==> config.mk <==
export PLATFORM = sky130hd
export DESIGN_NAME = vvadd_engine
export DESIGN_NICKNAME = d
export VERILOG_FILES = /design/src/hdl/vvadd_xcel_pkg.sv /design/src/hdl/vvadd_bus_pkg.sv /design/src/hdl/vvadd_engine.sv
export SDC_FILE = /design/constraint.sdc
export NUM_CORES = 1
export LEC_CHECK = 0
export ABC_AREA = 0
export ABC_CLOCK_PERIOD_IN_PS = 11200
export BUFFER_PORTS_ARGS = -buffer_cell sky130_fd_sc_hd__buf_4
export CAP_MARGIN = 30
export CORE_MARGIN = 3
export CORE_UTILIZATION = 48
export CTS_CLUSTER_DIAMETER = 60
export DETAILED_ROUTE_END_ITERATION = 8
export GPL_TIMING_DRIVEN = 0
export HOLD_SLACK_MARGIN = 0.02
export PLACE_DENSITY = 0.92
export SLEW_MARGIN = 10
export SYNTH_ARGS = -nofsm -noshare
export SYNTH_HDL_FRONTEND = slang
export SYNTH_SLANG_ARGS = --single-unit
==> constraint.sdc <==
create_clock -name clk_i -period 11.2 [get_ports clk_i]
set_input_delay 2.24 -clock clk_i [delete_from_list [all_inputs] [get_ports clk_i]]
set_output_delay 2.24 -clock clk_i [all_outputs]
set_load 0.05 [all_outputs]
==> src/hdl/vvadd_xcel_pkg.sv <==
// control register indices, scratchpad sizing and engine state type
package vvadd_xcel_pkg;

    // ------------------------------------------------------------
    // scratchpad and vector sizing
    // ------------------------------------------------------------

    localparam int spad_depth       = 64;
    localparam int spad_index_width = $clog2(spad_depth);
    localparam int max_elements     = 32;

    // element counter must reach max_elements itself
    localparam int count_width = $clog2(max_elements + 1);

    // ------------------------------------------------------------
    // control register map
    // ------------------------------------------------------------

    localparam logic [2:0] csr_cmd      = 3'd0;
    localparam logic [2:0] csr_dst      = 3'd1;
    localparam logic [2:0] csr_nelem    = 3'd2;
    localparam logic [2:0] csr_a_addr   = 3'd3;
    localparam logic [2:0] csr_b_addr   = 3'd4;
    localparam logic [2:0] csr_sig_addr = 3'd5;

    // indices at or above this are unmapped
    localparam int csr_count = 6;

    // ------------------------------------------------------------
    // engine FSM
    // ------------------------------------------------------------

    typedef enum logic [3:0] {
        idle      = 4'd0,
        fetch_a   = 4'd1,
        fetch_b   = 4'd2,
        read_a    = 4'd3,
        read_b    = 4'd4,
        write_sum = 4'd5,
        signal    = 4'd6
    } engine_state_e;

endpackage

==> src/hdl/vvadd_bus_pkg.sv <==
// bus widths and the host address union for the vvadd accelerator
package vvadd_bus_pkg;

    // wishbone data, master address and byte select widths
    localparam int bus_data_width = 32;
    localparam int bus_addr_width = 32;
    localparam int bus_sel_width  = bus_data_width / 8;

    // host slave address fields
    localparam int host_csr_index_width = 3;
    localparam int host_mem_index_width = 6;

    // register view, region bit clear
    typedef struct packed {
        logic                            region;
        logic [3:0]                      unused;
        logic [host_csr_index_width-1:0] index;
    } host_csr_view_t;

    // scratchpad view, region bit set
    typedef struct packed {
        logic                            region;
        logic                            unused;
        logic [host_mem_index_width-1:0] index;
    } host_mem_view_t;

    typedef union packed {
        host_csr_view_t csr;
        host_mem_view_t mem;
    } host_addr_u;

endpackage
==> src/hdl/vvadd_engine.sv <==
// vvadd engine FSM: fetch A and B, add in place, signal completion
module vvadd_engine
    import vvadd_bus_pkg::*;
    import vvadd_xcel_pkg::*;
(
    input  logic                        clk_i,
    input  logic                        reset_i,
    input  logic                        start_i,
    input  logic [spad_index_width-1:0] dst_i,
    input  logic [count_width-1:0]      nelem_i,
    input  logic [bus_addr_width-1:0]   a_addr_i,
    input  logic [bus_addr_width-1:0]   b_addr_i,
    input  logic [bus_addr_width-1:0]   sig_addr_i,
    input  logic [bus_data_width-1:0]   m_dat_i,
    input  logic                        m_ack_i,
    input  logic [bus_data_width-1:0]   spad_rdata_i,
    output logic                        m_cyc_o,
    output logic                        m_stb_o,
    output logic                        m_we_o,
    output logic [bus_addr_width-1:0]   m_adr_o,
    output logic [bus_data_width-1:0]   m_dat_o,
    output logic                        spad_en_o,
    output logic                        spad_we_o,
    output logic [spad_index_width-1:0] spad_index_o,
    output logic [bus_data_width-1:0]   spad_wdata_o
);

    engine_state_e             state_r;
    engine_state_e             state_next;
    logic [count_width-1:0]    count_r;
    logic [bus_data_width-1:0] a_r;
    logic                      last_elem;
    logic                      step;
    logic                      bus_busy;
    logic [spad_index_width-1:0] a_index;
    logic [spad_index_width-1:0] b_index;

    assign last_elem = (count_r == nelem_i - 1'b1);

    // A sits at dst, B right after it
    assign a_index = dst_i + spad_index_width'(count_r);
    assign b_index = dst_i + spad_index_width'(nelem_i) + spad_index_width'(count_r);

    // ------------------------------------------------------------
    // state machine
    // ------------------------------------------------------------

    always_comb begin
        state_next = state_r;
        case (state_r)
            idle: begin
                // empty vector skips straight to the completion write
                if (start_i) begin
                    state_next = (nelem_i == '0) ? signal : fetch_a;
                end
            end
            fetch_a: begin
                if (m_ack_i && last_elem) begin
                    state_next = fetch_b;
                end
            end
            fetch_b: begin
                if (m_ack_i && last_elem) begin
                    state_next = read_a;
                end
            end
            read_a: begin
                state_next = read_b;
            end
            read_b: begin
                state_next = write_sum;
            end
            write_sum: begin
                state_next = last_elem ? signal : read_a;
            end
            signal: begin
                if (m_ack_i) begin
                    state_next = idle;
                end
            end
            default: begin
                state_next = idle;
            end
        endcase
    end

    always_ff @(posedge clk_i) begin
        if (reset_i) begin
            state_r <= idle;
        end else begin
            state_r <= state_next;
        end
    end

    // one counter serves all three element loops
    assign step = ((state_r == fetch_a || state_r == fetch_b) && m_ack_i)
                  || (state_r == write_sum);

    always_ff @(posedge clk_i) begin
        if (reset_i || state_r == idle) begin
            count_r <= '0;
        end else if (step) begin
            count_r <= last_elem ? '0 : count_r + 1'b1;
        end
    end

    // a arrives in read_b, b arrives in write_sum
    always_ff @(posedge clk_i) begin
        if (state_r == read_b) begin
            a_r <= spad_rdata_i;
        end
    end

    // ------------------------------------------------------------
    // scratchpad port 1
    // ------------------------------------------------------------

    always_comb begin
        spad_en_o    = 1'b0;
        spad_we_o    = 1'b0;
        spad_index_o = a_index;
        spad_wdata_o = m_dat_i;
        case (state_r)
            fetch_a: begin
                spad_en_o = m_ack_i;
                spad_we_o = 1'b1;
            end
            fetch_b: begin
                spad_en_o    = m_ack_i;
                spad_we_o    = 1'b1;
                spad_index_o = b_index;
            end
            read_a: begin
                spad_en_o = 1'b1;
            end
            read_b: begin
                spad_en_o    = 1'b1;
                spad_index_o = b_index;
            end
            write_sum: begin
                spad_en_o    = 1'b1;
                spad_we_o    = 1'b1;
                spad_wdata_o = a_r + spad_rdata_i;
            end
            default: begin
                spad_en_o = 1'b0;
            end
        endcase
    end

    // ------------------------------------------------------------
    // wishbone master, one request at a time
    // ------------------------------------------------------------

    assign bus_busy = (state_r == fetch_a) || (state_r == fetch_b) || (state_r == signal);

    assign m_cyc_o = bus_busy;
    assign m_stb_o = bus_busy;
    assign m_we_o  = (state_r == signal);
    assign m_dat_o = bus_data_width'(1);

    always_comb begin
        case (state_r)
            fetch_a: m_adr_o = a_addr_i + bus_addr_width'(count_r);
            fetch_b: m_adr_o = b_addr_i + bus_addr_width'(count_r);
            default: m_adr_o = sig_addr_i;
        endcase
    end

    stb_within_cyc: assert property (@(posedge clk_i) disable iff (reset_i)
        m_stb_o |-> m_cyc_o);

    // request must not move before the slave takes it
    req_held_until_ack: assert property (@(posedge clk_i) disable iff (reset_i)
        (m_stb_o && !m_ack_i) |=> (m_stb_o && $stable(m_adr_o) && $stable(m_we_o)));

endmodule

Word level (Yosys, flattened, before mapping) --
Index checks and enable logic that the tools add are counted.
Operators by class: $add $sub $neg 8, eq/ne operators 11, muxes and demuxes 13, reductions and logical operators 13
Operators with widths (number):
- 32-bit by 6-bit adder with 32-bit output | 2
- 32-bit one-hot mux with 2 select lines | 1
- 32-bit adder | 1
- 32-bit two-way mux | 1
- 4-bit one-hot mux with 7 select lines | 1
- 6-bit adder | 3
- 4-bit two-way mux | 4
- 4-bit by 3-bit == test with 1-bit output, second input constant | 3
- 6-bit two-way mux | 2
- 4-bit by 2-bit == test with 1-bit output, second input constant | 2
- 2-bit != test, second input constant | 4
- 6-bit by 1-bit adder with 6-bit output, second input constant | 1
- 6-bit == test | 1
- 6-bit zero test | 1
- 3-bit two-way mux | 2
- 3-bit OR reduction | 2
- 6-bit by 1-bit subtractor with 6-bit output, second input constant | 1
- 4-bit by 1-bit == test with 1-bit output, second input constant | 1
- 4-bit zero test | 1
- 1-bit logical OR | 4
- 4-bit AND reduction | 1
- 2-bit OR reduction | 2
- 1-bit logical AND | 2
- 1-bit one-hot mux with 2 select lines | 1
- 1-bit two-way mux | 1
Word-level totals: bits in registers 42, input port bits 176, output and inout bits 107, logic and storage cells 48

Depth between registers and ports, before layout --
Gate-level depths: netlist of the first run.
depth after elaboration 5, depth in mapped cells 20, mapped depth without buffers 15

Least setup slack after synthesis of the first run --
Ideal clock, no wire load.
kind in2out, from input port spad_rdata_i[0], to output port spad_wdata_o[24], arrival time 5513 ps, data required time 8960 ps, path slack 3447 ps, stages on the path 12, path buffers 0, cells stage by stage ha_1 > inv_1 > fa_1 > nand2b_1 > a21oi_1 > o21ai_0 > a211oi_1 > a221oi_1 > o21ai_0 > a31oi_1 > xor2_1 > o21ai_0
Between the ends: longest elaborated chain between the ends 2
RTL lines:
- from (decl) | RTL line vvadd_engine.sv:16 | input logic [bus_data_width-1:0] spad_rdata_i,
- 32-bit adder | RTL line vvadd_engine.sv:143 | spad_wdata_o = a_r + spad_rdata_i;
- 32-bit two-way mux | RTL line vvadd_engine.sv:123 | case (state_r)
- to (decl) | RTL line vvadd_engine.sv:25 | output logic [bus_data_width-1:0] spad_wdata_o
No other way between the ends.

Worst setup path in the final report of the first run --
from register state_r[0], to output port m_adr_o[24]
Between the ends: longest elaborated chain between the ends 2, elaborated cells between the ends (all ways) 3, those cells by class 2 x eq/ne; 1 x mux
RTL lines:
- from (decl) | RTL line vvadd_engine.sv:28 | engine_state_e state_r;
- from (signal assigned) | RTL line vvadd_engine.sv:89 | state_r <= idle;
- from (signal assigned) | RTL line vvadd_engine.sv:91 | state_r <= state_next;
- 4-bit by 2-bit == test with 1-bit output or 4-bit by 1-bit == test with 1-bit output (tied branches) | RTL line vvadd_engine.sv:163 | case (state_r)
- 32-bit one-hot mux with 2 select lines (*) | RTL line vvadd_engine.sv:163
- to (decl) | RTL line vvadd_engine.sv:20 | output logic [bus_addr_width-1:0] m_adr_o,
Every way passes the cells marked *; elsewhere a longest branch is shown, timed or not.

==> flow_summary.toml, run 1 <==
[placed_design]
globalplace.congestion = 0.959
place_area_um2 = 8400
io_buffers = 250
placed_cells = 1265
dpl.hpwl_um = 18000

[timing]
finalCriticalPeriod_ns = 8.42
worst_pin_slew_ns = 0.714
grt_setup_unrepaired = "no"
skew_ns = 0.00378
max_freq_ghz = 0.119
slew_headroom_pct = 52.4
fin_setup_tns_ns = 0
slew_violations = 0
post-route-period-util_pct = 75.1
setup_viol = 0
hold_viol_final = 0

[layout]
mostFrequentLayoutCells = "buf_4, nand2_1, o21ai_0"
drive_gt1_share_pct = 28.3
fin_nets = 1338
area_delta_synth_final_pct = 38.3
antenna_cells = 0
fin_area_um2 = 8540
layout_commonest_cell = "buf_4"
nFillCells = 1048
layoutNonFillerInstCount = 1273
final_core_util_pct = 69.4

[power]
power_density_nw_per_um2 = 155
p_seq_share_pct = 13.0
clockPowerShare_pct = 11.0
ir_drop_mv = 0.214
power.switching_w = 0.000755
p_int_w = 0.000573
p_leak_nw = 4.11
p_comb_share_pct = 75.9
swShare_pct = 56.8

[grt]
grt_pass1_vias = 7023
grt_max_degree = 28
grt_pass1_wl_um = 33700
grt_overflow = 0
antenna_found_initial = 0
grt_use_total_pct = 28.8

[critical_path]
crit_end = "m_adr_o[24]"
cp-start-kind = "flop"
cpPeakStageDelay_ns = 0.56
cp_data_required_time_ns = 8.96
crit_type = "reg -> out"
r2r_cells = 10
critical-path-slowest-cell = "clkbuf_1"
cpMostUsedCell = "clkbuf_1"
crit_start = "state_r[0]"
ff2ff_setup_slack_ns = 8.47
worstPathCellList = "buf_2 > nor3b_2 > buf_2 > clkbuf_1 > clkbuf_1 > clkbuf_1 > nand2_1 > nand2_1 > ha_1 > inv_1 > fa_1 > nor2b_1 > o21ai_1 > a21boi_0 > o21a_1 > o2111ai_4 > a21o_4 > or4_1 > and3_1 > mux2i_1 > buf_4"
reg2reg_from = "state_r[0]"
r2r-end = "count_r[5]"
crit_fanout = 10
end_kind = "output port"
crit_arrival_ns = 6.18

[clock_tree]
clk_latency_ns = 0.28
clk_pin_slew_worst_paths_ns = 0.06
cts.path.max_buffers = 2
post_cts.repair.setup_buffers = 0
cts_sinks = 41
ctsResizeCount = 0
clock-root-buffer = "clkbuf_16"
htree_levels = 2
cts-buffers-inserted = 5
cts_tree = "done"
hold_buffers = 0

[routing]
detail_route.first_pass.iterations = 5
drcViolationCount = 0
vias_per_cell = 5.58
wl_per_cell_um = 17.2
ant_nets = 0
vias = 7108
drt_iter0_markers = 532
routed_wl_um = 21800

[yosys]
synth_edf_count = 32
postSynthCellCount = 816
synthArstFlopShare_pct = 0
ys_seq_elements = 41
yosysWarnings = 0
yosysUniqueCellTypes = 67
ys_seq_area_share_pct = 18.5
synth_top_flop_cell = "edfxtp_1"
synth_area_um2 = 6180
avgSynthCellArea_um2 = 7.57

[floorplanning]
die_h_um = 119
num_rows = 40
initial_core_util_pct = 50.2
core_um2 = 12300
io_pins = 283
die-area_um2 = 14300
die_w_um = 119

[flow_run]
cap_violations = 0

[min_path]
whs_path_depth = 2
hold_class = "reg -> reg"

[status]
outcome = "complete, no violations"
-- Yosys cell counts (3+ instances only) --
cell	instances	share of area (%)
nand2_1	116	7.1
o21ai_0	81	6.6
nor2_1	60	3.6
ha_1	49	9.9
xor2_1	49	6.9
a21oi_1	45	3.6
xnor2_1	43	6.1
buf_4	34	4.1
inv_1	34	2.1
edfxtp_1	32	16
nand3_1	31	2.5
clkbuf_1	28	1.7
a21o_1	20	2.4
mux2i_1	12	1.9
nor3_1	12	0.97
a31oi_1	10	1.0
a211oi_1	9	1.1
dfxtp_1	9	2.9
fa_1	9	2.9
nand4_1	9	0.91
o22ai_1	9	0.91
o21ai_1	8	0.65
a211o_1	7	0.99
and3_1	7	0.71
o211ai_1	6	0.73
o21a_1	6	0.73
mux2_2	5	0.91
nand2b_1	5	0.51
o21bai_1	5	0.61
o31ai_1	5	0.61
nor2b_1	4	0.41
nor3b_1	4	0.49
a22o_1	3	0.43
and4_1	3	0.43
-- routing by layer --
layer  global-route usage [%]  share of wire (%)  up-vias
li1                         -                  -     3430
met1                     31.1                 37     3231
met2                     55.1                 52      389
met3                     5.70                8.6       58
met4                     10.4                3.2        0
met5                        0                  0        -
-- final cells by class --
class                   instances  area [um^2]  area share [%]
multi-input cells             704         4630            54.2
well taps                     168          210            2.46
plain buffers                  67          389            4.55
flip-flops and latches         41         1140            13.4
repair buffers                251         1900            22.2
clock buffers                   8          146            1.71
inverters                      34          128            1.49
-- flip-flops by register name (all words and copies together) (netlist names) --
name,count
a_r,32
count_r,6
state_r,3
-- cells by family after synthesis --
| kind of cell | count (synthesis) | share of synthesized area, % |
|---|---|---|
| other cells | 2 | 0.122 |
| flops | 41 | 18.5 |
| mux | 17 | 2.86 |
| simple gates | 267 | 19.8 |
| buf+inv | 101 | 8.37 |
| xor+xnor | 92 | 13.0 |
| fa+ha+maj | 59 | 13.0 |
| compound gates | 237 | 24.3 |
-- worst min path at each step --
stage | start | to
2_1_floorplan | count_r[5] | count_r[5]
6_report | count_r[5] | count_r[5]
3_3_place_gp | count_r[5] | count_r[5]
3_5_place_dp | count_r[5] | count_r[5]
5_1_grt | count_r[5] | count_r[5]
4_1_cts | count_r[5] | count_r[5]
-- critical path: cells and delay by family, from the launching register on --
| family | cells | cell delay (ns) |
|---|---|---|
| mux | 1 | 0.15 |
| buf+inv | 7 | 2.36 |
| simple gates | 6 | 1.48 |
| fa+ha+maj | 2 | 0.57 |
| flops | 1 | 0.29 |
| compound gates | 5 | 1.04 |
-- stage by stage --
stage,worst slack (ns),hold slack (ns),total power (W)
after floorplan,3.45,0.562,0.000859
after global placement,3.22,0.604,0.00117
after detailed placement,3.17,0.633,0.00117
after CTS,2.85,0.643,0.00132
after global routing,2.49,0.669,0.00139
final,2.78,0.649,0.00133
-- power groups by stage --
stage	clock network [W]	registers, W	logic [W]
after floorplan	0	0.000176	0.000684
after global placement	0	0.000176	0.000991
after detailed placement	0	0.000176	0.000999
after CTS	0.000149	0.000173	0.00100
after global routing	0.000154	0.000174	0.00106
final	0.000147	0.000173	0.00101
Note: power is estimated with default switching activity, not from simulation.
==> run 2, diff against run 1 <==
--- a/config.mk
+++ b/config.mk
@@ -5,17 +5,17 @@
 export SDC_FILE = /design/constraint.sdc
 export NUM_CORES = 1
 export LEC_CHECK = 0
-export ABC_AREA = 0
-export ABC_CLOCK_PERIOD_IN_PS = 11200
+export ABC_AREA = 1
+export ABC_CLOCK_PERIOD_IN_PS = 7600
 export BUFFER_PORTS_ARGS = -buffer_cell sky130_fd_sc_hd__buf_4
 export CAP_MARGIN = 30
 export CORE_MARGIN = 3
-export CORE_UTILIZATION = 48
+export CORE_UTILIZATION = 45
 export CTS_CLUSTER_DIAMETER = 60
 export DETAILED_ROUTE_END_ITERATION = 8
 export GPL_TIMING_DRIVEN = 0
 export HOLD_SLACK_MARGIN = 0.02
-export PLACE_DENSITY = 0.92
+export PLACE_DENSITY = 0.89
 export SLEW_MARGIN = 10
 export SYNTH_ARGS = -nofsm -noshare
 export SYNTH_HDL_FRONTEND = slang
==> constraint.sdc (replaced) <==
create_clock -name clk_i -period 7.6 [get_ports clk_i]
set_input_delay 1.52 -clock clk_i [delete_from_list [all_inputs] [get_ports clk_i]]
set_output_delay 1.52 -clock clk_i [all_outputs]
set_load 0.05 [all_outputs]
==> run 2 against run 1 <==
Compared with the run above:
- final area up 7.6%
- sequential share of layout area fell by 0.95 points
- first-iteration DRC count decreased by 18%
- wire length increased by 2.9%
- non-clock buffer count decreased by 14
- synthesized area up 9.7%
- synthesized cell count up 36%
- highest routed layer unchanged
- register-to-register slack worse by 2.9 ns
- setup slack worse by 0.72 ns
- power increased by 63%
- utilization shrank 6.6 points
==> flow_summary.toml, run 2 <==
[power]
power_density_nw_per_um2 = 236
p_int_w = 0.000912
p_seq_share_pct = 12.2
ir_drop_mv = 0.244
swShare_pct = 57.9
p_comb_share_pct = 76.3
p_leak_nw = 4.86
power.switching_w = 0.00126
clockPowerShare_pct = 11.5

[critical_path]
cp_top_family = "simple AND/OR/NAND/NOR gates"
cpPeakStageDelay_ns = 0.46
crit_fanout = 8
cp-start-kind = "input pin"
worstPathCellList = "buf_4 > inv_1 > o21ai_0 > inv_1 > fa_1 > nor3_1 > nor2_1 > nor2_4 > nand2_2 > nor2_2 > nand2_1 > a31oi_1 > buf_4"
crit_arrival_ns = 4.02
crit_type = "in -> out"
end_kind = "output port"
cp_data_required_time_ns = 6.08
crit_buf_inv = 4
critical-path-slowest-cell = "fa_1"

[routing]
drt_iter0_markers = 438
routed_wl_um = 22500
detail_route.first_pass.iterations = 5
wl_per_cell_um = 14.2
drcViolationCount = 0
vias = 8028
vias_per_cell = 5.08
ant_nets = 0

[grt]
grt_pass1_wl_um = 35500
grt_use_total_pct = 26.3
grt_overflow = 0
grt_max_degree = 21
antenna_found_initial = 0
grt_pass1_vias = 7637

[yosys]
synth.most_common_cell = "nand2_1"
synth_top_cell_area_share_pct = 22.2
ys_seq_area_share_pct = 16.8
synthTopCellsByCount = "nand2_1, inv_1, nand3_1"
avgSynthCellArea_um2 = 6.12
synthArstFlopShare_pct = 0
synth_area_um2 = 6770
yosysUniqueCellTypes = 46
synth_edf_count = 32
ys_top_cells_by_area = "nand2_1, edfxtp_1, ha_1"
ys_seq_elements = 41
synth_top_flop_cell = "edfxtp_1"
postSynthCellCount = 1106
yosysWarnings = 0
synth_top_area_cell = "nand2_1"

[timing]
hold_viol_final = 0
slew_violations = 0
max_freq_ghz = 0.181
grt_setup_unrepaired = "no"
fin_setup_tns_ns = 0
finalCriticalPeriod_ns = 5.54
skew_ns = 0.00493
post-route-period-util_pct = 72.9
setup_viol = 0
slew_headroom_pct = 53.8
worst_pin_slew_ns = 0.693

[floorplanning]
die_h_um = 129
core_um2 = 14600
die_w_um = 129
die-area_um2 = 16600
initial_core_util_pct = 46.2
num_rows = 44
io_pins = 283

[layout]
fin_nets = 1628
mostFrequentLayoutCells = "nand2_1, buf_4, inv_1"
antenna_cells = 0
layoutNonFillerInstCount = 1579
largest_reg_flops = 32
reg_top3 = "a_r (32), count_r (6), state_r (3)"
layout_commonest_cell = "nand2_1"
top_register = "a_r"
multi_input_area_um2 = 4960
area_delta_synth_final_pct = 35.7
nFillCells = 1409
fin_area_um2 = 9190
final_core_util_pct = 62.8
regArea_um2 = 1140
drive_gt1_share_pct = 26.8

[placed_design]
placed_cells = 1571
place_area_um2 = 9030
globalplace.congestion = 0.956
io_buffers = 250
dpl.hpwl_um = 19100

[clock_tree]
clk_latency_ns = 0.30
clk_pin_slew_worst_paths_ns = 0.06
cts_sinks = 41
cts-buffers-inserted = 5
htree_levels = 2
hold_buffers = 0
clock-root-buffer = "clkbuf_16"
post_cts.repair.setup_buffers = 0
ctsResizeCount = 0
cts.path.max_buffers = 2
cts_tree = "done"

[min_path]
hold_class = "reg -> reg"

[flow_run]
cap_violations = 0

[status]
outcome = "complete, no violations"
-- run 2: changes by cell type after synthesis, moves of 26 or more --
| cell | previous run | this run |
|---|---|---|
| nand3_1 | 31 | 90 |
| inv_1 | 34 | 106 |
| nor2_1 | 60 | 86 |
| xor2_1 | 49 | 13 |
| nand2_1 | 116 | 400 |
| o21ai_0 | 81 | 50 |
-- run 2: metal layers --
layer | track usage (%) | wire (um) | vias up
li1 | - | - | 4112
met4 | 10.1 | 792 | 0
met1 | 28.9 | 8660 | 3525
met2 | 49.7 | 11500 | 328
met3 | 4.82 | 1550 | 63
met5 | 0 | 0 | -
-- run 2: cells by family after synthesis --
kind of cell,count (synthesis),share of synthesized area (%)
adders and majority gates,58,11.7
DFF,41,16.8
xor gates and xnor gates,32,4.14
and+or+nand+nor,671,43.6
buffers and inverters,162,11.7
other,2,0.111
AOI/OAI and AO/OA,140,11.8
-- run 2: worst paths after layout --
check,from,to,slack [ns],cells past startpoint
max,b_addr_i[1],m_adr_o[14],2.06,13
min,state_r[1],state_r[1],0.57,2
max reg2reg,state_r[0],state_r[1],5.59,9
min reg2reg,state_r[1],state_r[1],0.57,2
-- run 2: power by group through the flow --
stage	Clock (W)	Combinational (W)	Sequential, W
6_report	0.000249	0.00165	0.000265
3_5_place_dp	0	0.00165	0.000269
5_1_grt	0.000262	0.00178	0.000267
2_1_floorplan	0	0.00116	0.000267
3_3_place_gp	0	0.00164	0.000270
4_1_cts	0.000251	0.00166	0.000265
-- run 2: metrics by stage --
step	worst slack (ns)	hold slack, ns	power (W)
floorplan	1.98	0.512	0.00143
global placement	2.18	0.556	0.00191
detailed placement	2.11	0.566	0.00192
CTS	2.11	0.577	0.00217
global route	1.84	0.614	0.00231
finish	2.06	0.575	0.00217
-- run 2: worst register-to-register path: stages, from the launching register on --
cell and delay (ns):
dfxtp_1 0.36, inv_1 0.10, nand2_2 0.11, nor2_4 0.07
buf_8 0.16, nor2_1 0.19, clkbuf_1 0.56, nand3_1 0.17
nand4_1 0.12, a21oi_1 0.07
-- run 2: final cells by class --
cell class / instances / area share (%)
Clock buffer: 5 / 1.36
Tap cell: 184 / 2.50
Sequential cell: 41 / 12.4
Buffer: 53 / 4.19
Timing Repair Buffer: 251 / 20.7
Inverter: 109 / 4.45
Multi-Input combinational cell: 933 / 53.9
Clock inverter: 3 / 0.449
==> run 3, diff against run 2 <==
--- a/config.mk
+++ b/config.mk
@@ -5,12 +5,12 @@
 export SDC_FILE = /design/constraint.sdc
 export NUM_CORES = 1
 export LEC_CHECK = 0
-export ABC_AREA = 1
-export ABC_CLOCK_PERIOD_IN_PS = 7600
+export ABC_AREA = 0
+export ABC_CLOCK_PERIOD_IN_PS = 4500
 export BUFFER_PORTS_ARGS = -buffer_cell sky130_fd_sc_hd__buf_4
 export CAP_MARGIN = 30
 export CORE_MARGIN = 3
-export CORE_UTILIZATION = 45
+export CORE_UTILIZATION = 44
 export CTS_CLUSTER_DIAMETER = 60
 export DETAILED_ROUTE_END_ITERATION = 8
 export GPL_TIMING_DRIVEN = 0
==> constraint.sdc (replaced) <==
create_clock -name clk_i -period 4.5 [get_ports clk_i]
set_input_delay 0.9 -clock clk_i [delete_from_list [all_inputs] [get_ports clk_i]]
set_output_delay 0.9 -clock clk_i [all_outputs]
set_load 0.05 [all_outputs]
==> run 3 against run 2 <==
Compared with the run above:
- the flow now finishes with violations (negative setup slack)
- clock skew is 0.00098 ns higher
- setup slack worse by 2.1 ns
- wire length is 4.4% higher
- sequential power is 66% higher
- clock-buffer cell count stayed put
- non-clock buffer count is 46 higher
- critical path depth is 1 lower
==> flow_summary.toml, run 3 (synthesized netlist as in run 1, its figures left out) <==
[routing]
drcViolationCount = 0
ant_nets = 0
detail_route.first_pass.iterations = 7
drt_iter0_markers = 566
vias_per_cell = 5.63
routed_wl_um = 23500
wl_per_cell_um = 17.9
vias = 7395

[layout]
area_delta_synth_final_pct = 52.0
fin_nets = 1370
top_register = "a_r"
reg_top3 = "a_r (32), count_r (6), state_r (3)"
fin_area_um2 = 9390
mostFrequentLayoutCells = "buf_4, nand2_1, nor2_1"
largest_reg_flops = 32
final_core_util_pct = 69.5
antenna_cells = 0
drive_gt1_share_pct = 37.2
layout_commonest_cell = "buf_4"

[clock_tree]
cts.path.max_buffers = 2
htree_levels = 2
cts-buffers-inserted = 5
cts_tree = "done"
hold_buffers = 0
clk_pin_slew_worst_paths_ns = 0.06
cts_sinks = 41
clk_latency_ns = 0.29
clock-root-buffer = "clkbuf_16"

[critical_path]
r2r_cells = 8
ff2ff_setup_slack_ns = 1.82
crit_arrival_ns = 3.64
crit_fanout = 7
crit_type = "in -> out"
cp_data_required_time_ns = 3.60
cp-start-kind = "input pin"
worstPathCellList = "buf_4 > ha_1 > a21oi_1 > o21ai_0 > a31oi_2 > a31oi_4 > o41ai_4 > o21ai_2 > a31oi_1 > xor2_1 > o21ai_1 > buf_6"
path_depth = 12
cpPeakStageDelay_ns = 0.49
cp_top_family = "compound AO/OA/AOI/OAI gates"
critical-path-slowest-cell = "o41ai_4"
crit_buf_inv = 2
end_kind = "output port"

[min_path]
hold_class = "reg -> reg"
whs_path_depth = 2

[floorplanning]
initial_core_util_pct = 45.7
num_rows = 42
die-area_um2 = 15500
die_h_um = 124
core_um2 = 13500
die_w_um = 124
io_pins = 283

[status]
outcome = "complete, but fails checks"
violations = "negative setup slack"

[timing]
max_freq_ghz = 0.220
skew_ns = 0.00591
finalCriticalPeriod_ns = 4.54
slew_headroom_pct = 40.4
fin_ws_ns = -0.0411
fin_setup_tns_ns = -0.0411
worst_pin_slew_ns = 0.894
finalHoldWorstSlack_ns = 0.639
grt_setup_unrepaired = "yes"
slew_violations = 0
post-route-period-util_pct = 101
setup_viol = 1
hold_viol_final = 0

[placed_design]
dpl.hpwl_um = 17800
place_area_um2 = 8620
globalplace.congestion = 0.942
pre_cts_ws_ns = -0.921
io_buffers = 250

[grt]
antenna_found_initial = 0
grt_pass1_wl_um = 35300
grt_overflow = 0
grt_use_total_pct = 27.4
grt_max_degree = 35
grt_pass1_vias = 7208

[power]
power_density_nw_per_um2 = 397
ir_drop_mv = 0.407
p_leak_nw = 4.43

[flow_run]
cap_violations = 0
[run 3: changes by cell type in the layout (fill, tap and decap cells not counted), moves of 15 or more]
cell	previous run	this run
nor2_2	15	0
nand3_1	90	31
nand2_1	400	108
buf_4	284	310
nor2_1	85	60
a21o_1	4	20
o21ai_1	3	22
xor2_1	13	49
inv_1	106	33
xnor2_1	19	42
nand2_2	21	5
[run 3: routing by layer]
metal	vias to the layer above	share of wire, %	GRT usage, %
met1	3385	36	29.7
li1	3504	-	-
met2	416	50	49.6
met5	-	0	0
met3	90	9.3	6.78
met4	0	4.9	13.3
[run 3: per-stage QoR]
stage	power, W	instances
global route	0.00388	1313
CTS	0.00369	1308
global placement	0.00305	1272
finish	0.00372	1313
floorplan	0.00228	846
detailed placement	0.00307	1273
[run 3: final timing paths]
| path | startpoint | end |
|---|---|---|
| hold reg to reg | count_r[5] | count_r[5] |
| setup reg to reg | count_r[3] | count_r[3] |
| hold / removal | count_r[5] | count_r[5] |
| setup / recovery | spad_rdata_i[10] | spad_wdata_o[27] |
[run 3: worst register-to-register path: stages (launching register included)]
cell,delay (ns)
dfxtp_1,0.51
xor2_1,0.21
xnor2_1,0.14
nand3_1,0.10
a2111oi_2,0.54
nand2_1,0.19
maj3_1,0.38
o21ai_1,0.38
nor2_1,0.10
[run 3: layout make-up]
type,count,area [um^2]
Multi-Input combinational cell,704,5040
Timing Repair Buffer,291,2270
Buffer,59,399
Clock inverter,3,65.1
Inverter,34,128
Sequential cell,41,1150
Fill cell,1094,4120
Clock buffer,5,125
Tap cell,176,220
[run 3: power by group]
group	internal (W)	switching, W	total (W)
Clock	0.000317	0.000160	0.000478
Combinational	0.000961	0.00184	0.00281
Sequential	0.000424	0.0000163	0.000441
[run 3: timing repair]
item / CTS / global route
pin swaps: 26 / 17
endpoints found under the setup margin: 34 / 36
buffers inserted: 30 / 9
hold endpoints to repair: 0 / 0
gates resized for setup: 49 / 34
cloned: 1 / 0
