### src/hdl/vvadd_xcel_pkg.sv
// control register indices, scratchpad sizing and engine state type
package vvadd_xcel_pkg;

    // ------------------------------------------------------------
    // scratchpad and vector sizing
    // ------------------------------------------------------------

    localparam int spad_depth       = 64;
    localparam int spad_index_width = $clog2(spad_depth);
    localparam int max_elements     = 32;

    // element counter must reach max_elements itself
    localparam int count_width = $clog2(max_elements + 1);

    // ------------------------------------------------------------
    // control register map
    // ------------------------------------------------------------

    localparam logic [2:0] csr_cmd      = 3'd0;
    localparam logic [2:0] csr_dst      = 3'd1;
    localparam logic [2:0] csr_nelem    = 3'd2;
    localparam logic [2:0] csr_a_addr   = 3'd3;
    localparam logic [2:0] csr_b_addr   = 3'd4;
    localparam logic [2:0] csr_sig_addr = 3'd5;

    // indices at or above this are unmapped
    localparam int csr_count = 6;

    // ------------------------------------------------------------
    // engine FSM
    // ------------------------------------------------------------

    typedef enum logic [3:0] {
        idle      = 4'd0,
        fetch_a   = 4'd1,
        fetch_b   = 4'd2,
        read_a    = 4'd3,
        read_b    = 4'd4,
        write_sum = 4'd5,
        signal    = 4'd6
    } engine_state_e;

endpackage

### src/hdl/vvadd_bus_pkg.sv
// bus widths and the host address union for the vvadd accelerator
package vvadd_bus_pkg;

    // wishbone data, master address and byte select widths
    localparam int bus_data_width = 32;
    localparam int bus_addr_width = 32;
    localparam int bus_sel_width  = bus_data_width / 8;

    // host slave address fields
    localparam int host_csr_index_width = 3;
    localparam int host_mem_index_width = 6;

    // register view, region bit clear
    typedef struct packed {
        logic                            region;
        logic [3:0]                      unused;
        logic [host_csr_index_width-1:0] index;
    } host_csr_view_t;

    // scratchpad view, region bit set
    typedef struct packed {
        logic                            region;
        logic                            unused;
        logic [host_mem_index_width-1:0] index;
    } host_mem_view_t;

    typedef union packed {
        host_csr_view_t csr;
        host_mem_view_t mem;
    } host_addr_u;

endpackage
### src/hdl/vvadd_host_regs.sv
// wishbone slave decode, control registers and slave response mux
module vvadd_host_regs
    import vvadd_bus_pkg::*;
    import vvadd_xcel_pkg::*;
(
    input  logic                        clk_i,
    input  logic                        reset_i,
    input  logic                        s_cyc_i,
    input  logic                        s_stb_i,
    input  logic                        s_we_i,
    input  host_addr_u                  s_adr_i,
    input  logic [bus_data_width-1:0]   s_dat_i,
    input  logic [bus_sel_width-1:0]    s_sel_i,
    input  logic [bus_data_width-1:0]   spad_rdata_i,
    output logic [bus_data_width-1:0]   s_dat_o,
    output logic                        s_ack_o,
    output logic                        start_o,
    output logic [spad_index_width-1:0] dst_o,
    output logic [count_width-1:0]      nelem_o,
    output logic [bus_addr_width-1:0]   a_addr_o,
    output logic [bus_addr_width-1:0]   b_addr_o,
    output logic [bus_addr_width-1:0]   sig_addr_o,
    output logic                        spad_en_o,
    output logic                        spad_we_o,
    output logic [spad_index_width-1:0] spad_index_o,
    output logic [bus_data_width-1:0]   spad_wdata_o,
    output logic [bus_sel_width-1:0]    spad_sel_o
);

    logic [bus_data_width-1:0] csr_r [csr_count];
    logic [bus_data_width-1:0] csr_rdata_r;
    logic                      ack_r;
    logic                      rd_mem_r;
    logic                      start_r;
    logic                      req;
    logic                      csr_req;
    logic                      csr_hit;

    // a request is new until we ack it
    assign req     = s_cyc_i && s_stb_i && !ack_r;
    assign csr_req = req && !s_adr_i.csr.region;
    assign csr_hit = int'(s_adr_i.csr.index) < csr_count;

    // ------------------------------------------------------------
    // control registers
    // ------------------------------------------------------------

    always_ff @(posedge clk_i) begin
        if (reset_i) begin
            for (int i = 0; i < csr_count; i++) begin
                csr_r[i] <= '0;
            end
        end else if (csr_req && s_we_i && csr_hit) begin
            csr_r[s_adr_i.csr.index] <= s_dat_i;
        end
    end

    always_ff @(posedge clk_i) begin
        if (csr_req && !s_we_i) begin
            csr_rdata_r <= csr_hit ? csr_r[s_adr_i.csr.index] : '0;
        end
    end

    always_ff @(posedge clk_i) begin
        if (reset_i) begin
            ack_r    <= 1'b0;
            rd_mem_r <= 1'b0;
            start_r  <= 1'b0;
        end else begin
            ack_r    <= req;
            rd_mem_r <= req && s_adr_i.mem.region;
            start_r  <= csr_req && s_we_i && (s_adr_i.csr.index == csr_cmd);
        end
    end

    assign start_o    = start_r;
    assign dst_o      = csr_r[csr_dst][spad_index_width-1:0];
    assign nelem_o    = csr_r[csr_nelem][count_width-1:0];
    assign a_addr_o   = csr_r[csr_a_addr];
    assign b_addr_o   = csr_r[csr_b_addr];
    assign sig_addr_o = csr_r[csr_sig_addr];

    // scratchpad port 0, data comes back with the ack
    assign spad_en_o    = req && s_adr_i.mem.region;
    assign spad_we_o    = s_we_i;
    assign spad_index_o = s_adr_i.mem.index;
    assign spad_wdata_o = s_dat_i;
    assign spad_sel_o   = s_sel_i;

    // response
    assign s_ack_o = ack_r;
    assign s_dat_o = rd_mem_r ? spad_rdata_i : csr_rdata_r;

    ack_single_cycle: assert property (@(posedge clk_i) disable iff (reset_i)
        s_ack_o |=> !s_ack_o);

endmodule

### config.mk
export PLATFORM = sky130hd
export DESIGN_NAME = vvadd_host_regs
export DESIGN_NICKNAME = d
export VERILOG_FILES = /design/src/hdl/vvadd_xcel_pkg.sv /design/src/hdl/vvadd_bus_pkg.sv /design/src/hdl/vvadd_host_regs.sv
export SDC_FILE = /design/constraint.sdc
export NUM_CORES = 1
export LEC_CHECK = 0
export BUFFER_PORTS_ARGS = -buffer_cell sky130_fd_sc_hd__buf_2
export CELL_PAD_IN_SITES_DETAIL_PLACEMENT = 0
export CELL_PAD_IN_SITES_GLOBAL_PLACEMENT = 1
export CORE_MARGIN = 4
export CORE_UTILIZATION = 44
export CTS_BUF_LIST = sky130_fd_sc_hd__clkbuf_8
export CTS_CLUSTER_DIAMETER = 40
export DETAILED_ROUTE_END_ITERATION = 6
export HOLD_SLACK_MARGIN = 0.03
export PLACE_DENSITY = 0.91
export SYNTH_ARGS = -nofsm -noshare
export SYNTH_HDL_FRONTEND = slang
export SYNTH_SLANG_ARGS = --single-unit
export TNS_END_PERCENT = 5
### constraint.sdc
create_clock -name clk_i -period 4.55 [get_ports clk_i]
set_clock_uncertainty 0.1 [all_clocks]
set_input_delay 0 -clock clk_i [delete_from_list [all_inputs] [get_ports clk_i]]
set_output_delay 0 -clock clk_i [all_outputs]
set_load 0.005 [all_outputs]
; ---- Word-level counts from Yosys, hierarchy flattened
; Memories as Yosys holds them, arrays and structs flattened. A register that Yosys moved wholly into a read port is not among the register bits.
; Index checks and enable logic that the tools add are counted.
[word_totals]
inputBits = 81
regBits = 3
mem_count = 1
ramBits = 192
[mem_list]
columns = name, depth, width, rd, rd_ports_with_merged_regs, write_ports, line_no
row1 = csr_r, 6, 32, 6, 1, 6, vvadd_host_regs.sv:30  ; logic [bus_data_width-1:0] csr_r [csr_count];
[classes]
n_reduce_logical = 14
n_mux = 9
magnitude_cmp = 1
[op_table]
columns = op, count
row1 = $mux 32, 2
row2 = $reduce_or 32->1, 1
row3 = $logic_and 1x1->1, 8
row4 = $mux 1, 6
row5 = $logic_not 1->1, 4
row6 = $logic_not 3->1, 1
row7 = $lt 3x3->1 const B, 1
row8 = $mux 3, 1

; ---- Longest topological paths before layout
; Gate-level depths: netlist of run 1.
[depth]
depth_word = 10
mapped_depth = 6
ltp_nobuf = 3

; ---- Worst setup path before layout of run 1
; OpenSTA, ideal clock, no wires.
[synth_timing]
kind = register to register
from = register ack_r (netlist: s_ack_o)
to = register csr_rdata_r[0] (read register of csr_r) (enable)
path_stages_with_launch = 3
required_time_ns = 3.989
synth_period_minus_slack_ns = 3.311
setup_slack_ns = 1.239
t_arrival_ns = 2.749
path_cell_list = dfxtp_1 -> nand3b_4 -> nor3_1
[synth_via]
elab_chain_len = 4
[synth_lines]
columns = element, line_no
row1 = "start, declared", vvadd_host_regs.sv:32  ; logic ack_r;
row2 = "start signal, assigned", vvadd_host_regs.sv:70  ; ack_r <= req;
row3 = $logic_not 1->1, vvadd_host_regs.sv:40  ; assign req = s_cyc_i && s_stb_i && !ack_r;
row4 = $logic_and 1x1->1, vvadd_host_regs.sv:40
row5 = $logic_and 1x1->1, vvadd_host_regs.sv:41  ; assign csr_req = req && !s_adr_i.csr.region;
row6 = $logic_and 1x1->1, vvadd_host_regs.sv:59  ; if (csr_req && !s_we_i) begin
row7 = "end, declared", vvadd_host_regs.sv:31  ; logic [bus_data_width-1:0] csr_rdata_r;
; Every way passes these cells.
; A chain may end at the register's enable or synchronous reset.

==> reports/summary.json, run 1 <==
{
  "status": {
    "run_status": "finished clean"
  },
  "clock_tree": {
    "htree_levels": 2,
    "cts-root-buf": "clkbuf_8",
    "clockBufferDepth": 3,
    "clk_pin_slew_worst_paths_ns": 0.06,
    "tritoncts": "built",
    "ctsResizeCount": 0,
    "clock_sink_count": 227,
    "numCtsBuffers": 41,
    "clock_insertion_delay_worst_skew_ns": 0.53
  },
  "finish": {
    "flow.area_growth_from_synthesis_pct": 22.1,
    "utilization": 0.554,
    "layout_commonest_cell": "buf_2",
    "layout.nets": 1082,
    "post-route-cell-area_um2": 13100,
    "antenna-diode-count": 0,
    "most_used_cells_in_the_layout_excluding_fill_and_tap_cells": "buf_2 (250), edfxtp_1 (224), and3_1 (128)",
    "fillers": 1938,
    "drive_above_1_share": 0.357
  },
  "floorplan": {
    "chipWidth_um": 164,
    "design.portCount": 267,
    "fp.dieArea_um2": 27000,
    "fp.coreArea_um2": 23800,
    "chipHeight_um": 164,
    "start_util": 0.453,
    "std_cell_rows": 56
  },
  "grt": {
    "grt_max_degree": 68,
    "grt_overflow_total": 0,
    "grt_pass1_wl_um": 42700,
    "number_of_antenna_violations_at_the_first_check_in_global_routing": 0,
    "groute.usage.overall": 0.208,
    "grt_pass1_vias": 7473
  },
  "critical_path": {
    "cp_slowest_cell": "a21o_2",
    "end_kind": "register",
    "nature_of_the_critical_path_startpoint": "register",
    "worst_ep_arrival_time_ns": 2.80,
    "crit_required_ns": 4.58,
    "critical_path.endpoint": "csr_r[4][3]$_SDFFCE_PN0P_",
    "critical_path_class": "register to register",
    "reg2reg_slack_ns": 1.77,
    "cpPeakStageDelay_ns": 0.94,
    "path_buf_inv": 1,
    "worst_path_dominant_cell_family": "compound AO/OA/AOI/OAI gates",
    "cp-startpoint": "s_ack_o$_SDFF_PP0_",
    "worstPathCellList": "nand3b_4 -> nor3_4 -> buf_4 -> a21o_2",
    "crit_path_max_fanout": 67,
    "r2r.worst_path.cells": 4,
    "regToRegEndpoint": "csr_r[4][3]$_SDFFCE_PN0P_",
    "cp.depth": 4,
    "worst_r2r_startpoint": "s_ack_o$_SDFF_PP0_"
  },
  "timing": {
    "final-hold-violation-count": 0,
    "max_slew_margin": 0.128,
    "tightest_pin_transition_ns": 1.30,
    "grt_setup_unrepaired": "no",
    "drv_slew": 0,
    "timing.setup.tns_ns": 0,
    "timing.fmax_mhz": 360,
    "setup_viol_count_final": 0,
    "timing.final.crit_period_ns": 2.78,
    "finalCritPeriodShare": 0.610
  },
  "placement": {
    "port_buffers": 251,
    "dp.final_hpwl_um": 16200,
    "globalplace.congestion": 0.706,
    "place_area_um2": 11900
  },
  "yosys": {
    "synth.distinct_cells": 32,
    "syn_area_um2": 10800,
    "yosysWarningCount": 0,
    "synth_sequential_area_ratio": 0.630,
    "syn_inst": 772,
    "syn-num-nets": 853,
    "yosys_register_bits": 227,
    "syn_avg_cell_area_um2": 13.9
  },
  "run": {
    "maxCapViolations": 0
  },
  "route": {
    "avgViaCountPerCell": 5.28,
    "wirelength_um": 28400,
    "ant_nets": 0,
    "dr_iter_0_viols": 507,
    "post_drt_wl_per_cell_um": 21.0,
    "detailroute.via_count": 7132,
    "drtPass1Iterations": 5,
    "residual_drc": 0
  },
  "power": {
    "power-per-cell-area_nw_per_um2": 364,
    "total_leakage_power_nw": 5.90,
    "worst_ir_drop_vdd_v": 0.000232
  },
  "min_path": {
    "hp-class": "primary input to register",
    "whs_path_cells": 3
  }
}
## per-stage QoR
stage	setup slack [ns]	std cells	hold slack, ns	total power (W)
final	1.77	1350	0.0344	0.00479
after global routing	1.63	1350	0.0391	0.00498
after CTS	1.71	1350	0.0307	0.00484
after detailed placement	1.76	1232	-0.100	0.00283
after global placement	1.81	1232	-0.100	0.00282
after floorplan	1.24	772	-0.0192	0.00267
## flip-flops by register name, indices dropped and copies added (netlist names)
name and flops:
start_o 1, csr_rdata_r 32, csr_r 192, s_ack_o 1, rd_mem_r 1
## routing by layer
layer / vias up / share of wire / global-route usage
li1: 3317 / - / -
met1: 3527 / 0.40 / 0.260
met2: 253 / 0.52 / 0.369
met3: 35 / 0.067 / 0.0442
met4: 0 / 0.016 / 0.0541
met5: - / 0 / 0
## worst min path at each step
stage          slack (ns)       start                       endpoint
2_1_floorplan       -0.02  s_adr_i[0]                spad_index_o[0]
3_3_place_gp         -0.1  s_sel_i[1]                  spad_sel_o[1]
3_5_place_dp         -0.1  s_sel_i[1]                  spad_sel_o[1]
4_1_cts              0.03      s_we_i  csr_rdata_r[22]$_SDFFCE_PP0P_
5_1_grt              0.04      s_we_i  csr_rdata_r[24]$_SDFFCE_PP0P_
6_report             0.03      s_we_i  csr_rdata_r[23]$_SDFFCE_PP0P_
## final cells by class
type / instances / area, um2 / area share
Timing Repair Buffer: 304 / 1770 / 0.135
Tap cell: 319 / 399 / 0.0304
Inverter: 17 / 63.8 / 0.00485
Clock buffer: 44 / 606 / 0.0461
Sequential cell: 227 / 6790 / 0.516
Clock inverter: 29 / 240 / 0.0183
Multi-Input combinational cell: 410 / 3280 / 0.249
## worst min-delay path, delay by kind of cell
family	cells	cell delay, ns
simple gates	1	0.05
buf+inv	2	0.38
## Yosys cell counts (all sizes together)
| cell | n | share of area |
|---|---|---|
| edfxtp | 224 | 0.62 |
| and3 | 128 | 0.074 |
| mux2i | 96 | 0.089 |
| buf | 80 | 0.051 |
| and2 | 50 | 0.029 |
| clkbuf | 38 | 0.013 |
| mux2 | 32 | 0.033 |
| o21ai | 32 | 0.015 |
| o22a | 32 | 0.026 |
| inv | 17 | 0.0059 |
| nor4 | 15 | 0.015 |
| a21o | 6 | 0.0042 |
| nor2 | 5 | 0.0022 |
| nor3 | 5 | 0.0033 |
| dfxtp | 3 | 0.0056 |
| nand2b | 3 | 0.0017 |
| a2111oi | 1 | 0.0014 |
| nand3b | 1 | 0.0019 |
| nor2b | 1 | 0.00058 |
| or2 | 1 | 0.00058 |
| or3 | 1 | 0.00058 |
| or3b | 1 | 0.00081 |
## cells by family after synthesis
family	after synthesis	share of synthesized area
flip-flops	227	0.630
AND/OR/NAND/NOR	211	0.130
buffers and inverters	135	0.0699
multiplexers	128	0.123
AO/OA/AOI/OAI	71	0.0465
## what timing repair did
item,in CTS,in global routing
setup endpoints to repair,0,0
hold buffers,45,0
setup buffers,0,0
endpoints found under the hold margin,205,0
## where the power goes
part / total [W] / internal, W / switching, W
logic: 0.000401 / 0.000167 / 0.000234
registers: 0.00241 / 0.00238 / 0.0000337
clock network: 0.00197 / 0.00113 / 0.000848
total: 0.00479 / 0.00367 / 0.00112
No activity file was read; power rests on OpenSTA's default activity.
==> inputs of run 2 (changes only) <==
--- a/config.mk
+++ b/config.mk
@@ -9,12 +9,12 @@
 export CELL_PAD_IN_SITES_DETAIL_PLACEMENT = 0
 export CELL_PAD_IN_SITES_GLOBAL_PLACEMENT = 1
 export CORE_MARGIN = 4
-export CORE_UTILIZATION = 44
+export CORE_UTILIZATION = 40
 export CTS_BUF_LIST = sky130_fd_sc_hd__clkbuf_8
 export CTS_CLUSTER_DIAMETER = 40
 export DETAILED_ROUTE_END_ITERATION = 6
 export HOLD_SLACK_MARGIN = 0.03
-export PLACE_DENSITY = 0.91
+export PLACE_DENSITY = 0.87
 export SYNTH_ARGS = -nofsm -noshare
 export SYNTH_HDL_FRONTEND = slang
 export SYNTH_SLANG_ARGS = --single-unit
==> constraint.sdc (replaced) <==
create_clock -name clk_i -period 2.4 [get_ports clk_i]
set_clock_uncertainty 0.1 [all_clocks]
set_input_delay 0 -clock clk_i [delete_from_list [all_inputs] [get_ports clk_i]]
set_output_delay 0 -clock clk_i [all_outputs]
set_load 0.005 [all_outputs]
==> run 2 against run 1 <==
Compared with the run above:
- sequential share of layout area is 1.3 points lower
- non-clock buffer count is 27 higher
- die area is 9.5% higher
- clock power is 84% higher
- routed wire length is 4.1% higher
- power is 88% higher
- count of clock-buffer cells in the layout is 3 higher
- largest cell class unchanged
- highest routed layer unchanged
==> reports/summary.json, run 2 (synthesized netlist as in run 1, its figures left out) <==
{
  "status": {
    "run_status": "finished clean"
  },
  "route": {
    "detailroute.via_count": {"value": 7232, "change": "+1.4%"},
    "wirelength": {"value": 29600, "unit": "um", "change": "+4.1%"},
    "ant_nets": {"value": 0, "change": "unchanged"},
    "avgViaCountPerCell": {"value": 5.19, "change": "-1.7%"},
    "residual_drc": {"value": 0, "change": "unchanged"},
    "drtPass1Iterations": {"value": 5, "change": "unchanged"},
    "dr_iter_0_viols": {"value": 450, "change": "-11%"},
    "post_drt_wl_per_cell": {"value": 21.2, "unit": "um", "change": "+0.93%"}
  },
  "floorplan": {
    "design.portCount": {"value": 267, "change": "unchanged"},
    "fp.coreArea": {"value": 26300, "unit": "um2", "change": "+11%"},
    "start_util": {"value": 0.410, "change": "-0.0436"},
    "chipHeight": {"value": 172, "unit": "um", "change": "+4.6%"},
    "chipWidth": {"value": 172, "unit": "um", "change": "+4.6%"},
    "std_cell_rows": {"value": 59, "change": "+5.4%"},
    "fp.dieArea": {"value": 29600, "unit": "um2", "change": "+9.5%"}
  },
  "critical_path": {
    "crit_required": {"value": 2.30, "unit": "ns", "change": "-2.28 ns"},
    "crit_path_max_fanout": {"value": 12, "change": "-82%"},
    "worst_ep_arrival_time": {"value": 1.94, "unit": "ns", "change": "-0.86 ns"},
    "regToRegEndpoint": "csr_r[4][10]$_SDFFCE_PN0P_",
    "r2r.worst_path.cells": {"value": 4, "change": "unchanged"},
    "reg2reg_slack": {"value": 0.42, "unit": "ns", "change": "-1.35 ns"},
    "worst_r2r_startpoint": "s_ack_o$_SDFF_PP0_",
    "nature_of_the_critical_path_startpoint": "register",
    "critical_path_class": "register to output pin",
    "end_kind": "output pin"
  },
  "placement": {
    "port_buffers": {"value": 251, "change": "unchanged"},
    "dp.final_hpwl": {"value": 18500, "unit": "um", "change": "+14%"},
    "place_ws": {"value": 0.416, "unit": "ns", "change": "-1.34 ns"},
    "globalplace.congestion": {"value": 0.760, "change": "+7.6%"}
  },
  "timing": {
    "timing.final.crit_period_ns": 2.04,
    "setup_viol_count_final": {"value": 0, "change": "unchanged"},
    "setup_ws": {"value": 0.359, "unit": "ns", "change": "-1.41 ns"},
    "final-hold-violation-count": {"value": 0, "change": "unchanged"},
    "tightest_pin_transition": {"value": 0.637, "unit": "ns", "change": "-0.668 ns"},
    "drv_slew": {"value": 0, "change": "unchanged"},
    "timing.fmax_mhz": 490,
    "max_slew_margin": {"value": 0.576, "change": "+0.447"},
    "finalCritPeriodShare": 0.850,
    "timing.setup.tns": {"value": 0, "unit": "ns", "change": "unchanged"},
    "grt_setup_unrepaired": "no"
  },
  "finish": {
    "antenna-diode-count": {"value": 0, "change": "unchanged"},
    "biggestRegsByFlops": "csr_r: 192 flops, csr_rdata_r: 32 flops",
    "most_used_cells_in_the_layout_excluding_fill_and_tap_cells": "buf_2 (250), edfxtp_1 (224), and3_1 (128)",
    "flow.area_growth_from_synthesis_pct": 25.2,
    "fillers": {"value": 2273, "change": "+17%"},
    "layout.nets": {"value": 1109, "change": "+2.5%"},
    "largest_reg_flops": {"value": 192, "change": "unchanged"},
    "largest_register": "csr_r",
    "drive_above_1_share": {"value": 0.375, "change": "+0.0183"},
    "layout_commonest_cell": "buf_2"
  },
  "clock_tree": {
    "cts_hold_buffers": {"value": 46, "change": "+2.2%"},
    "numCtsBuffers": {"value": 41, "change": "unchanged"},
    "tritoncts": "built",
    "ctsResizeCount": {"value": 0, "change": "unchanged"},
    "clockBufferDepth": {"value": 3, "change": "unchanged"},
    "clock_insertion_delay_worst_skew": {"value": 0.53, "unit": "ns", "change": "about the same"},
    "htree_levels": {"value": 2, "change": "unchanged"},
    "postCtsSetupRepairBufs": {"value": 0, "change": "unchanged"},
    "clk_pin_slew_worst_paths": {"value": 0.06, "unit": "ns", "change": "about the same"},
    "cts-root-buf": "clkbuf_8",
    "clock_sink_count": {"value": 227, "change": "unchanged"}
  },
  "grt": {
    "grt_pass1_vias": {"value": 7508, "change": "+0.47%"},
    "grt_max_degree": {"value": 69, "change": "+1.5%"},
    "grt_overflow_total": {"value": 0, "change": "unchanged"},
    "number_of_antenna_violations_at_the_first_check_in_global_routing": {"value": 0, "change": "unchanged"},
    "grt_pass1_wl": {"value": 44000, "unit": "um", "change": "+3.0%"},
    "groute.usage.overall": {"value": 0.194, "change": "-0.0141"}
  },
  "min_path": {
    "whs_path_cells": {"value": 3, "change": "unchanged"},
    "hold_path_end": "csr_r[4][14]$_SDFFCE_PN0P_",
    "hold_path_startpoint": "s_adr_i[2]",
    "hp-class": "primary input to register"
  },
  "power": {
    "power-per-cell-area": {"value": 669, "unit": "nW/um2", "change": "+84%"},
    "total_leakage_power": {"value": 6.05, "unit": "nW", "change": "+2.6%"},
    "worst_ir_drop_vdd": {"value": 0.000355, "unit": "V", "change": "+53%"}
  },
  "run": {
    "maxCapViolations": {"value": 0, "change": "unchanged"}
  }
}
[run 2: final cells by class]
| class | instances | area, um2 | share of cell area |
|---|---|---|---|
| Multi-Input combinational cell | 410 | 3280 | 0.244 |
| Tap cell | 335 | 419 | 0.0311 |
| Clock buffer | 47 | 647 | 0.0480 |
| Clock inverter | 26 | 184 | 0.0136 |
| Timing Repair Buffer | 331 | 2090 | 0.155 |
| Sequential cell | 227 | 6790 | 0.504 |
| Inverter | 17 | 63.8 | 0.00473 |
[run 2: per-layer routing]
metal | wire (um) | track usage | vias to the layer above
met4 | 480 | 0.0496 | 0
met5 | 0 | 0 | -
met2 | 14800 | 0.335 | 247
met3 | 1800 | 0.0366 | 31
li1 | - | - | 3364
met1 | 12500 | 0.254 | 3590
[run 2: report_power, final]
| part | switching (W) | total, W | internal (W) |
|---|---|---|---|
| registers | 0.0000651 | 0.00457 | 0.00451 |
| logic | 0.000464 | 0.000821 | 0.000357 |
| clock network | 0.00160 | 0.00363 | 0.00203 |
[run 2: critical path, stage by stage (launching register included)]
cell and delay [ns]:
dfxtp_2 0.58, buf_4 0.32, mux2_2 0.37, buf_2 0.14
[run 2: per-stage QoR]
stage | instance area [um2] | cells | utilization | hold slack, ns | total power, W
6_report | 13500 | 1393 | 0.513 | 0.0721 | 0.00902
5_1_grt | 13500 | 1393 | 0.513 | 0.0758 | 0.00939
3_5_place_dp | 12200 | 1274 | 0.464 | -0.100 | 0.00543
4_1_cts | 13500 | 1393 | 0.513 | 0.0475 | 0.00911
3_3_place_gp | 12200 | 1274 | 0.464 | -0.100 | 0.00540
2_1_floorplan | 10800 | 772 | - | -0.0192 | 0.00506
[run 2: how the worst max path moves through the flow]
stage | from | to | depth (start not counted)
after global placement | s_ack_o$_SDFF_PP0_ | csr_r[1][2]$_SDFFCE_PN0P_ | 4
after floorplan | s_ack_o$_SDFF_PP0_ | csr_rdata_r[0]$_SDFFCE_PP0P_ | 2
after detailed placement | s_ack_o$_SDFF_PP0_ | csr_r[1][2]$_SDFFCE_PN0P_ | 4
after global routing | rd_mem_r$_SDFF_PP0_ | s_dat_o[28] | 3
after CTS | rd_mem_r$_SDFF_PP0_ | s_dat_o[28] | 3
final | rd_mem_r$_SDFF_PP0_ | s_dat_o[28] | 3
==> inputs of run 3 (changes only) <==
--- a/config.mk
+++ b/config.mk
@@ -13,7 +13,7 @@
 export CTS_BUF_LIST = sky130_fd_sc_hd__clkbuf_8
 export CTS_CLUSTER_DIAMETER = 40
 export DETAILED_ROUTE_END_ITERATION = 6
-export HOLD_SLACK_MARGIN = 0.03
+export HOLD_SLACK_MARGIN = 0.12
 export PLACE_DENSITY = 0.87
 export SYNTH_ARGS = -nofsm -noshare
 export SYNTH_HDL_FRONTEND = slang
==> run 3 against run 2 <==
Compared with the run above:
- die area did not move
- power about the same
- global-route usage hardly changed
- setup slack lost 0.18 ns
- highest routed layer unchanged
- via count down 0.12%
- count of clock-buffer cells in the layout unchanged
- sequential power hardly changed
- critical path depth increased by 4
- largest cell class unchanged
- clock power about the same
==> reports/summary.json, run 3 (synthesized netlist as in run 1, its figures left out) <==
{
  "route": {
    "drtPass1Iterations": {"value": 5, "change": "unchanged"},
    "ant_nets": {"value": 0, "change": "unchanged"},
    "wirelength": {"value": 29700, "unit": "um", "change": "+0.48%"},
    "detailroute.via_count": {"value": 7223, "change": "-0.12%"},
    "residual_drc": {"value": 0, "change": "unchanged"},
    "post_drt_wl_per_cell": {"value": 21.3, "unit": "um", "change": "+0.19%"},
    "dr_iter_0_viols": {"value": 462, "change": "+2.7%"},
    "avgViaCountPerCell": {"value": 5.17, "change": "-0.41%"}
  },
  "floorplan": {
    "fp.coreArea": {"value": 26300, "unit": "um2", "change": "unchanged"},
    "chipHeight": {"value": 172, "unit": "um", "change": "unchanged"},
    "chipWidth": {"value": 172, "unit": "um", "change": "unchanged"},
    "start_util": {"value": 0.410, "change": "unchanged"},
    "std_cell_rows": {"value": 59, "change": "unchanged"},
    "fp.dieArea": {"value": 29600, "unit": "um2", "change": "unchanged"},
    "design.portCount": {"value": 267, "change": "unchanged"}
  },
  "timing": {
    "timing.setup.tns": {"value": 0, "unit": "ns", "change": "unchanged"},
    "finalCritPeriodShare": {"value": 0.924, "change": "+0.0734"},
    "final-hold-violation-count": {"value": 0, "change": "unchanged"},
    "grt_setup_unrepaired": "no",
    "drv_slew": {"value": 0, "change": "unchanged"},
    "max_slew_margin": {"value": 0.575, "change": "-0.000594"},
    "timing.final.crit_period": {"value": 2.22, "unit": "ns", "change": "+0.176 ns"},
    "tightest_pin_transition": {"value": 0.638, "unit": "ns", "change": "+0.000891 ns"},
    "setup_viol_count_final": {"value": 0, "change": "unchanged"},
    "timing.fmax": {"value": 451, "unit": "MHz", "change": "-7.9%"}
  },
  "placement": {
    "globalplace.congestion": {"value": 0.760, "change": "unchanged"},
    "port_buffers": {"value": 251, "change": "unchanged"},
    "dp.final_hpwl": {"value": 18500, "unit": "um", "change": "unchanged"},
    "place_area": {"value": 12200, "unit": "um2", "change": "unchanged"}
  },
  "critical_path": {
    "crit_path_max_fanout": {"value": 19, "change": "+7"},
    "cp-startpoint": "reset_i",
    "cpPeakStageDelay": {"value": 0.58, "unit": "ns", "change": "about the same"},
    "regToRegEndpoint": "csr_rdata_r[2]$_SDFFCE_PP0P_",
    "timing.critical_path.mode_cell": "dlygate4sd3_1",
    "end_kind": "register",
    "reg2reg_slack": {"value": 0.22, "unit": "ns", "change": "-0.20 ns"},
    "worstPathCellList": "dlygate4sd3_1 -> buf_2 -> or3b_1 -> nor4_4 -> buf_4 -> and2_1 -> dlygate4sd3_1",
    "cp_slowest_cell": "dlygate4sd3_1",
    "worst_ep_arrival_time": {"value": 2.51, "unit": "ns", "change": "+0.57 ns"},
    "r2r.worst_path.cells": {"value": 4, "change": "unchanged"},
    "worst_r2r_startpoint": "s_ack_o$_SDFF_PP0_",
    "critical_path.endpoint": "csr_r[4][21]$_SDFFCE_PN0P_",
    "crit_required": {"value": 2.70, "unit": "ns", "change": "+0.40 ns"},
    "critical_path_class": "primary input to register",
    "nature_of_the_critical_path_startpoint": "primary input"
  },
  "status": {
    "run_status": "finished clean"
  },
  "min_path": {
    "hp-class": "primary input to output pin"
  },
  "grt": {
    "grt_pass1_vias": {"value": 7510, "change": "+0.027%"},
    "number_of_antenna_violations_at_the_first_check_in_global_routing": {"value": 0, "change": "unchanged"},
    "grt_pass1_wl": {"value": 44100, "unit": "um", "change": "+0.27%"},
    "groute.usage.overall": {"value": 0.194, "change": "+0.000489"},
    "grt_overflow_total": {"value": 0, "change": "unchanged"},
    "grt_max_degree": {"value": 69, "change": "unchanged"}
  },
  "power": {
    "total_leakage_power": {"value": 6.08, "unit": "nW", "change": "+0.37%"},
    "worst_ir_drop_vdd": {"value": 0.000357, "unit": "V", "change": "+0.53%"},
    "power-per-cell-area": {"value": 668, "unit": "nW/um2", "change": "-0.20%"},
    "totalPowerFinal": {"value": 0.00903, "unit": "W", "change": "about the same"}
  },
  "finish": {
    "most_used_cells_in_the_layout_excluding_fill_and_tap_cells": "buf_2 (250), edfxtp_1 (224), and3_1 (128)",
    "flow.area_growth_from_synthesis_pct": 25.6,
    "layout_commonest_cell": "buf_2",
    "drive_above_1_share": {"value": 0.374, "change": "-0.00141"},
    "layout.nets": {"value": 1113, "change": "+0.36%"},
    "largest_register": "csr_r",
    "antenna-diode-count": {"value": 0, "change": "unchanged"},
    "biggestRegsByFlops": "csr_r: 192 flops, csr_rdata_r: 32 flops",
    "largest_reg_flops": {"value": 192, "change": "unchanged"},
    "post-route-cell-area": {"value": 13500, "unit": "um2", "change": "+0.30%"}
  },
  "clock_tree": {
    "clock_insertion_delay_worst_skew": {"value": 0.53, "unit": "ns", "change": "about the same"},
    "tritoncts": "built",
    "postCtsSetupRepairBufs": {"value": 0, "change": "unchanged"},
    "clockBufferDepth": {"value": 3, "change": "unchanged"},
    "clock_sink_count": {"value": 227, "change": "unchanged"},
    "cts-root-buf": "clkbuf_8",
    "htree_levels": {"value": 2, "change": "unchanged"},
    "ctsResizeCount": {"value": 0, "change": "unchanged"},
    "clk_pin_slew_worst_paths": {"value": 0.06, "unit": "ns", "change": "about the same"},
    "numCtsBuffers": {"value": 41, "change": "unchanged"}
  },
  "run": {
    "maxCapViolations": {"value": 0, "change": "unchanged"}
  }
}
## run 3: through the flow
step	worst slack [ns]	hold WS, ns	utilization	cells
after floorplan	0.0726	-0.0192	-	772
after global placement	0.450	-0.100	0.464	1274
after detailed placement	0.416	-0.100	0.464	1274
after CTS	0.228	0.173	0.514	1397
after global routing	0.108	0.192	0.514	1397
final	0.183	0.178	0.514	1397
## run 3: worst min path at each step
| stage | start | end | slack [ns] | cells past startpoint |
|---|---|---|---|---|
| 6_report | spad_rdata_i[27] | s_dat_o[27] | 0.18 | 3 |
| 5_1_grt | spad_rdata_i[10] | s_dat_o[10] | 0.19 | 3 |
| 4_1_cts | s_adr_i[1] | csr_r[4][14]$_SDFFCE_PN0P_ | 0.17 | 3 |
| 3_5_place_dp | s_adr_i[3] | spad_index_o[3] | -0.1 | 0 |
| 3_3_place_gp | s_adr_i[3] | spad_index_o[3] | -0.1 | 0 |
| 2_1_floorplan | s_adr_i[0] | spad_index_o[0] | -0.02 | 1 |
## run 3: critical path: cells and delay by family
family / cells / cell delay, ns
simple gates: 3 / 0.78
buf+inv: 4 / 1.72
## run 3: what timing repair did
item	in CTS	in global routing
endpoints found under the setup margin	0	0
hold endpoints to repair	237	0
hold buffers	50	0
## run 3: power by group
part           internal [W]  switching [W]  leakage, nW
registers           0.00451      0.0000654         2.27
clock network       0.00203        0.00161        0.450
logic              0.000359       0.000465         3.35
## run 3: layout make-up
class	count	area [um2]
clock inverters	26	184
well taps	335	419
multi-input cells	410	3280
fillers	2267	12800
inverters	17	63.8
flip-flops and latches	227	6790
clock buffers	47	647
repair buffers	335	2130
## run 3: layer usage
layer  up-vias  GRT usage  part of all wire  wire (um)
met4         0     0.0465             0.015        446
li1       3370          -                 -          -
met3        32     0.0370             0.059       1750
met1      3585      0.254              0.42      12500
met2       236      0.338              0.51      15000
met5         -          0                 0          0
